File: config.mk
export PLATFORM = sky130hd
export DESIGN_NAME = nextPcUnit
export DESIGN_NICKNAME = d
export VERILOG_FILES = /design/src/hw/cpuIsaPkg.sv /design/src/hw/nextPcUnit.sv
export SDC_FILE = /design/constraint.sdc
export NUM_CORES = 1
export LEC_CHECK = 0
export BUFFER_PORTS_ARGS = -buffer_cell sky130_fd_sc_hd__clkbuf_2
export CORE_MARGIN = 2
export CORE_UTILIZATION = 49
export DETAILED_ROUTE_END_ITERATION = 8
export PLACE_DENSITY = 0.91
export REMOVE_ABC_BUFFERS = 1
export SETUP_SLACK_MARGIN = 0.4
export SLEW_MARGIN = 5
export SYNTH_ARGS = -nofsm -noshare
export SYNTH_HDL_FRONTEND = slang
export SYNTH_SLANG_ARGS = --single-unit
File: constraint.sdc
create_clock -name vclk -period 5.58
set_input_delay 0.558 -clock vclk [all_inputs]
set_output_delay 0.558 -clock vclk [all_outputs]
set_load 0.01 [all_outputs]
File: src/hw/cpuIsaPkg.sv
// processor datapath types
`default_nettype none

package cpuIsaPkg;

   // datapath width
   // one word, also the byte address width
   localparam int WORD_W = 16;

   // basic machine word
   typedef logic [WORD_W-1:0] word_t;

   // pc redirect controls from decode and execute
   typedef struct packed {
      // 1 picks the 11-bit immediate, 0 the 8-bit one
      logic immSrc;
      // branch taken
      logic brchCnd;
      // jump target comes from the alu
      logic aluJump;
   } pcCtrl_t;

   // pc operands reaching the memory stage
   typedef struct packed {
      // pc + 2 from fetch
      word_t pcAdd;
      // sign-extended 8-bit immediate
      word_t imm8Ext;
      // sign-extended 11-bit immediate
      word_t imm11Ext;
      // jump target, also the data address
      word_t aluResult;
   } pcIn_t;

endpackage

`default_nettype wire
File: src/hw/nextPcUnit.sv
// next program counter select
`timescale 1ns/1ns
`default_nettype none

module nextPcUnit (
   input  wire cpuIsaPkg::pcIn_t   pcIn,
   input  wire cpuIsaPkg::pcCtrl_t pcCtrl,
   output cpuIsaPkg::word_t        nextPc,
   output logic                    flush
);

   // chosen branch offset
   cpuIsaPkg::word_t immSel;
   // pc-relative target
   cpuIsaPkg::word_t brchTarget;
   // pc after the branch decision
   cpuIsaPkg::word_t brchPc;

   // 11-bit form for jumps with a long offset
   assign immSel = pcCtrl.immSrc ? pcIn.imm11Ext : pcIn.imm8Ext;

   // offset is relative to the incremented pc
   // immediates arrive already sign extended
   assign brchTarget = pcIn.pcAdd + immSel;

   // fall through unless the branch resolved taken
   assign brchPc = pcCtrl.brchCnd ? brchTarget : pcIn.pcAdd;

   // register jump wins over any branch
   assign nextPc = pcCtrl.aluJump ? pcIn.aluResult : brchPc;

   // any redirect kills the younger stages
   assign flush = pcCtrl.brchCnd || pcCtrl.aluJump;

endmodule

`default_nettype wire

==> results of run 1 <==
## report_power, final
part / internal [mW] / switching (mW) / total (mW)
clock: 0 / 0 / 0
sequential: 0 / 0 / 0
combinational: 0.0886 / 0.0943 / 0.183
## cells by family after synthesis
logic type	after synthesis
AOI/OAI and AO/OA	61
and+or+nand+nor	58
muxes	25
adders and majority gates	16
buffers and inverters	15
xor gates and xnor gates	6
## stage by stage
step | setup WS, ps | cell area [sq um] | hold slack (ps) | cells | util [%]
finish | 1790 | 1710 | 1400 | 287 | 68.8
CTS | 1780 | 1710 | 1410 | 287 | 68.8
detailed placement | 1800 | 1710 | 1410 | 287 | 68.8
floorplan | 2480 | 1250 | 1190 | 173 | -
global placement | 1880 | 1710 | 1400 | 287 | 68.8
global route | 1490 | 1710 | 1430 | 287 | 68.8
## cell type report
cell class         count  area (sq um)  area share (%)
inverters              7          26.3            1.54
well taps             30          37.5            2.20
repair buffers        84           420            24.7
multi-input cells    166          1220            71.6
## cells in the final DEF, fill, tap and decap left out, drive strengths merged, types with 2 or more instances in the layout
| cell | count |
|---|---|
| nor3 | 5 |
| clkbuf | 84 |
| inv | 6 |
| a22oi | 6 |
| nor3b | 3 |
| and3 | 2 |
| nor2 | 10 |
| nor2b | 4 |
| o2111ai | 2 |
| a21oi | 17 |
| ha | 15 |
| nand3 | 6 |
| mux2 | 16 |
| o21ai | 14 |
| and2b | 2 |
| a21o | 7 |
| xor2 | 2 |
| xnor2 | 4 |
| a211oi | 3 |
| a31oi | 2 |
| nand2 | 20 |
| o21bai | 4 |
| mux2i | 9 |
## tightest hold or removal path, stage by stage
cell      delay [ps]
clkbuf_2          80
inv_1             40
a21oi_1           50
clkbuf_2         120
## path summary, 6_finish.rpt
path / from / to / slack [ps] / depth (start not counted)
worst min-delay path: pcIn[4] / nextPc[4] / 1400 / 4
worst max-delay path: pcCtrl[2] / nextPc[14] / 1790 / 12
## routing by layer
metal / vias to the layer above / track usage, %
li1: 835 / -
met3: 2 / 1.08
met2: 62 / 45.8
met5: - / 0
met1: 727 / 27.5
met4: 0 / 1.63
==> flow_metrics.tcl, run 1 <==
set metrics [dict create \
    grt_pass1_vias 1359 \
    clock.fmax_mhz 264 \
    cts.repair.resized 0 \
    cts_setup_buffers 0 \
    tns_ps 0 \
    yosys.area.top_type "ha_1" \
    status "finished clean" \
    path_class "in -> out" \
    die_y_um 55.1 \
    drive_above_1_share_pct 41.2 \
    grt_max_degree 40 \
    via_count 1626 \
    setup_violations 0 \
    fillers 240 \
    overflow 0 \
    nFlopsAndLatches 0 \
    cp_cell_sequence "clkbuf_2 -> mux2_2 -> ha_1 -> inv_1 -> fa_1 -> and2b_2 -> o2111ai_2 -> a21oi_2 -> o2111ai_1 -> a2111o_1 -> nand3_1 -> clkbuf_2" \
    hold_buffers 0 \
    endpoint_kind "primary output" \
    tightest_slew_ps 685 \
    synthesis.area_sq_mm 0.00128 \
    met3_length_um 240 \
    ys_warn_count 0 \
    critPathTopFamily "compound AO/OA/AOI/OAI gates" \
    ys_types 43 \
    grt_use_total_pct 22.9 \
    synth_area_per_cell_sq_um 7.06 \
    met2_length_um 1690 \
    layout_min_cycle_time_ps 3790 \
    critPathBufInv 3 \
    place_congestion 0.865 \
    core-area_sq_mm 0.00248 \
    antenna_found_initial 0 \
    regArea_sq_um 0 \
    ys_top_cells_by_count "20 x nand2_1, 16 x a21oi_1, 16 x mux2_2, 15 x ha_1, 13 x o21ai_0" \
    synth_fa_ha_area_share_pct 16.2 \
    diodes 0 \
    start_kind "input pin" \
    hold_viol 0 \
    synth_top_family_by_area "compound AO/OA/AOI/OAI gates" \
    drc_errors 0 \
    rsz0062_at_grt "false" \
    fin_crit_sh_pct 68.0 \
    timing.slew.headroom_pct 54.3 \
    maxCapViolations 0 \
    finalPower_uw 183 \
    start_util_pct 51.6 \
    nClkBuffers 0 \
    syn_inst 181 \
    highest_layer "met4" \
    cp_max_fo 17 \
    leakagePower_nw 0.903 \
    io_buffers 84 \
    slew_viol_final 0 \
    synthMuxAreaShare_pct 21.1 \
    hpwl_um 2860 \
    wl_um 3480 \
    synthXorXnorAreaFrac_pct 4.11 \
    path_common_cell "clkbuf_2" \
    nets 342 \
    synth_most_common_cell "nand2_1" \
    vias_per_cell 5.67 \
    drtAntennaViolNets 0 \
    yosys.area_share.simple_pct 22.5 \
    dieArea_sq_mm 0.00303 \
    syn_to_final_growth_pct 33.4 \
    pin_count 84 \
    cp.required_ps 5020 \
    first_pass_iters 4 \
    powerDensity_mw_per_mm2 107 \
    wirelength_met1_um 1540 \
    yosys.area.top_type_share_pct 14.7 \
    grt_first_pass_wirelength_um 5380 \
    die_x_um 55.1 \
    rows 18 \
    cp_slowest_stage_delay_ps 430 \
    synth_area_leaders "ha_1 15%, mux2_2 14%, mux2i_1 7.0%" \
    critPathSlowestCell "a2111o_1" \
    drtIter0Drc 28 \
    synth_compound_area_share_pct 31.5 \
    wire_per_inst_um 12.1 \
    hp-class "in -> out" \
    synth_seq_area_share_pct 0 \
    arrival_ps 3240 \
    ir_drop_v 0.0000730 \
]
Note: power is estimated with default switching activity, not from simulation.
==> inputs of run 2 (changes only) <==
--- a/config.mk
+++ b/config.mk
@@ -5,11 +5,12 @@
 export SDC_FILE = /design/constraint.sdc
 export NUM_CORES = 1
 export LEC_CHECK = 0
+export ABC_AREA = 1
 export BUFFER_PORTS_ARGS = -buffer_cell sky130_fd_sc_hd__clkbuf_2
 export CORE_MARGIN = 2
-export CORE_UTILIZATION = 49
+export CORE_UTILIZATION = 47
 export DETAILED_ROUTE_END_ITERATION = 8
-export PLACE_DENSITY = 0.91
+export PLACE_DENSITY = 0.85
 export REMOVE_ABC_BUFFERS = 1
 export SETUP_SLACK_MARGIN = 0.4
 export SLEW_MARGIN = 5
==> constraint.sdc (replaced) <==
create_clock -name vclk -period 3.6
set_input_delay 0.36 -clock vclk [all_inputs]
set_output_delay 0.36 -clock vclk [all_outputs]
set_load 0.01 [all_outputs]
==> run 2 against run 1 <==
Routed wire length rose by 7.4%. Hold slack got worse by 400 ps. Count of clock-buffer cells in the layout unchanged. Design area up 10%. Global-route usage fell by 1.1 points. Critical path depth rose by 1. Final cell count rose by 38%. Sequential share of layout area unchanged.
==> flow_metrics.tcl, run 2 <==
set metrics [dict create \
    cp_max_fo 18 \
    overflow 0 \
    wl_um 3740 \
    drive_above_1_share_pct 28.7 \
    comb_power_share_pct 100.0 \
    arrival_ps 2410 \
    synth_area_leaders "nand2_1 29%, inv_1 13%, ha_1 13%" \
    timing.slew.headroom_pct 63.9 \
    holdWs_ps 1000 \
    slew_viol_final 0 \
    core-area_sq_mm 0.00298 \
    synth_area_per_cell_sq_um 5.08 \
    pre_cts_ws_ps 824 \
    via_count 1931 \
    synth_most_common_cell "nand2_1" \
    fin_cells 396 \
    nets 448 \
    fillers 322 \
    setup_violations 0 \
    drtAntennaViolNets 0 \
    cts_setup_buffers 0 \
    fin_crit_sh_pct 76.8 \
    wire_per_inst_um 9.45 \
    die_y_um 59.5 \
    io_buffers 84 \
    ir_drop_v 0.0000660 \
    p_sw_uw 170 \
    hp-class "in -> out" \
    mostFrequentLayoutCells "111 x nand2_1, 84 x clkbuf_2, 51 x inv_1" \
    start_util_pct 48.6 \
    place_congestion 0.873 \
    hold_buffers 0 \
    rows 20 \
    yosys.area.top_type_share_pct 28.8 \
    hold_viol 0 \
    finalPower_uw 299 \
    drtIter0Drc 56 \
    leakagePower_nw 1.25 \
    post-route-worst-setup-slack_ps 833 \
    pwr-share-seq_pct 0 \
    regArea_sq_um 0 \
    cts.repair.resized 0 \
    antenna_found_initial 0 \
    p_sw_share_pct 56.8 \
    utilization_pct 63.2 \
    tightest_slew_ps 539 \
    multi_input_area_sq_mm 0.00122 \
    pin_count 84 \
    critPathBufInv 2 \
    grt_max_degree 25 \
    final_common_cell "nand2_1" \
    synth_seq_area_share_pct 0 \
    ys_types 26 \
    ys_warn_count 0 \
    grt_pass1_vias 1629 \
    hpwl_um 3230 \
    start_kind "input pin" \
    clockPowerShare_pct 0 \
    place_area_sq_mm 0.00188 \
    rsz0062_at_grt "false" \
    dieArea_sq_mm 0.00354 \
    first_pass_iters 4 \
    vias_per_cell 4.88 \
    nClkBuffers 0 \
    drc_errors 0 \
    path_common_cell "nand2_1" \
    critPathSlowestCell "mux2_2" \
    syn_inst 285 \
    cp.required_ps 3240 \
    nFlopsAndLatches 0 \
    status "finished clean" \
    critPathTopFamily "simple AND/OR/NAND/NOR gates" \
    path_class "in -> out" \
    maxCapViolations 0 \
    clock.fmax_mhz 361 \
    p_int_uw 129 \
    powerDensity_mw_per_mm2 159 \
    ys_top_cells_by_count "111 x nand2_1, 51 x inv_1, 26 x nand3_1, 25 x nor2_1, 15 x ha_1" \
    syn_to_final_growth_pct 30.1 \
    dp_cells 396 \
    final_area_sq_mm 0.00188 \
    synthesis.area_sq_mm 0.00145 \
    grt_first_pass_wirelength_um 6350 \
    diodes 0 \
    grt_use_total_pct 21.8 \
    die_x_um 59.5 \
    cp.depth 13 \
    layout_min_cycle_time_ps 2770 \
    whs_path_depth 4 \
    cp_cell_sequence "clkbuf_2 -> mux2_2 -> ha_1 -> or2_4 -> nand3_1 -> nand2_1 -> nand2_1 -> nand2_1 -> nand2_1 -> nand3_1 -> nand2_1 -> nand2_1 -> clkbuf_2" \
    yosys.area.top_type "nand2_1" \
    endpoint_kind "primary output" \
    tns_ps 0 \
    cp_slowest_stage_delay_ps 390 \
]
run 2: power groups by stage:
stage          Combinational, mW  Sequential, mW  Clock, mW
6_report                   0.299               0          0
3_5_place_dp               0.299               0          0
2_1_floorplan              0.200               0          0
3_3_place_gp               0.294               0          0
5_1_grt                    0.344               0          0
4_1_cts                    0.301               0          0
run 2: final cells by class:
type,count,area share [%]
Multi-Input combinational cell,227,65.1
Tap cell,33,2.19
Timing Repair Buffer,84,22.3
Inverter,52,10.4
run 2: metal layers:
metal	vias to the layer above	global-route usage (%)	share of wire (%)
met5	-	0	0
met4	0	1.30	0.83
met3	4	0.218	5.6
met2	58	39.9	47
met1	815	29.6	46
li1	1054	-	-
run 2: path summary, 6_finish.rpt:
| kind | startpoint | endpoint | slack, ps |
|---|---|---|---|
| max | pcCtrl[2] | nextPc[13] | 830 |
| min | pcIn[14] | nextPc[14] | 1000 |
run 2: cell families (layout without fill, tap and decap cells):
group	Yosys count	in the layout	share of synthesized area [%]
AND/OR/NAND/NOR	172	172	49.0
buffers and inverters	58	136	15.3
AO/OA/AOI/OAI	24	24	9.86
multiplexers	14	14	10.9
XOR/XNOR	1	1	0.606
adder cells (fa/ha/maj)	16	16	14.4
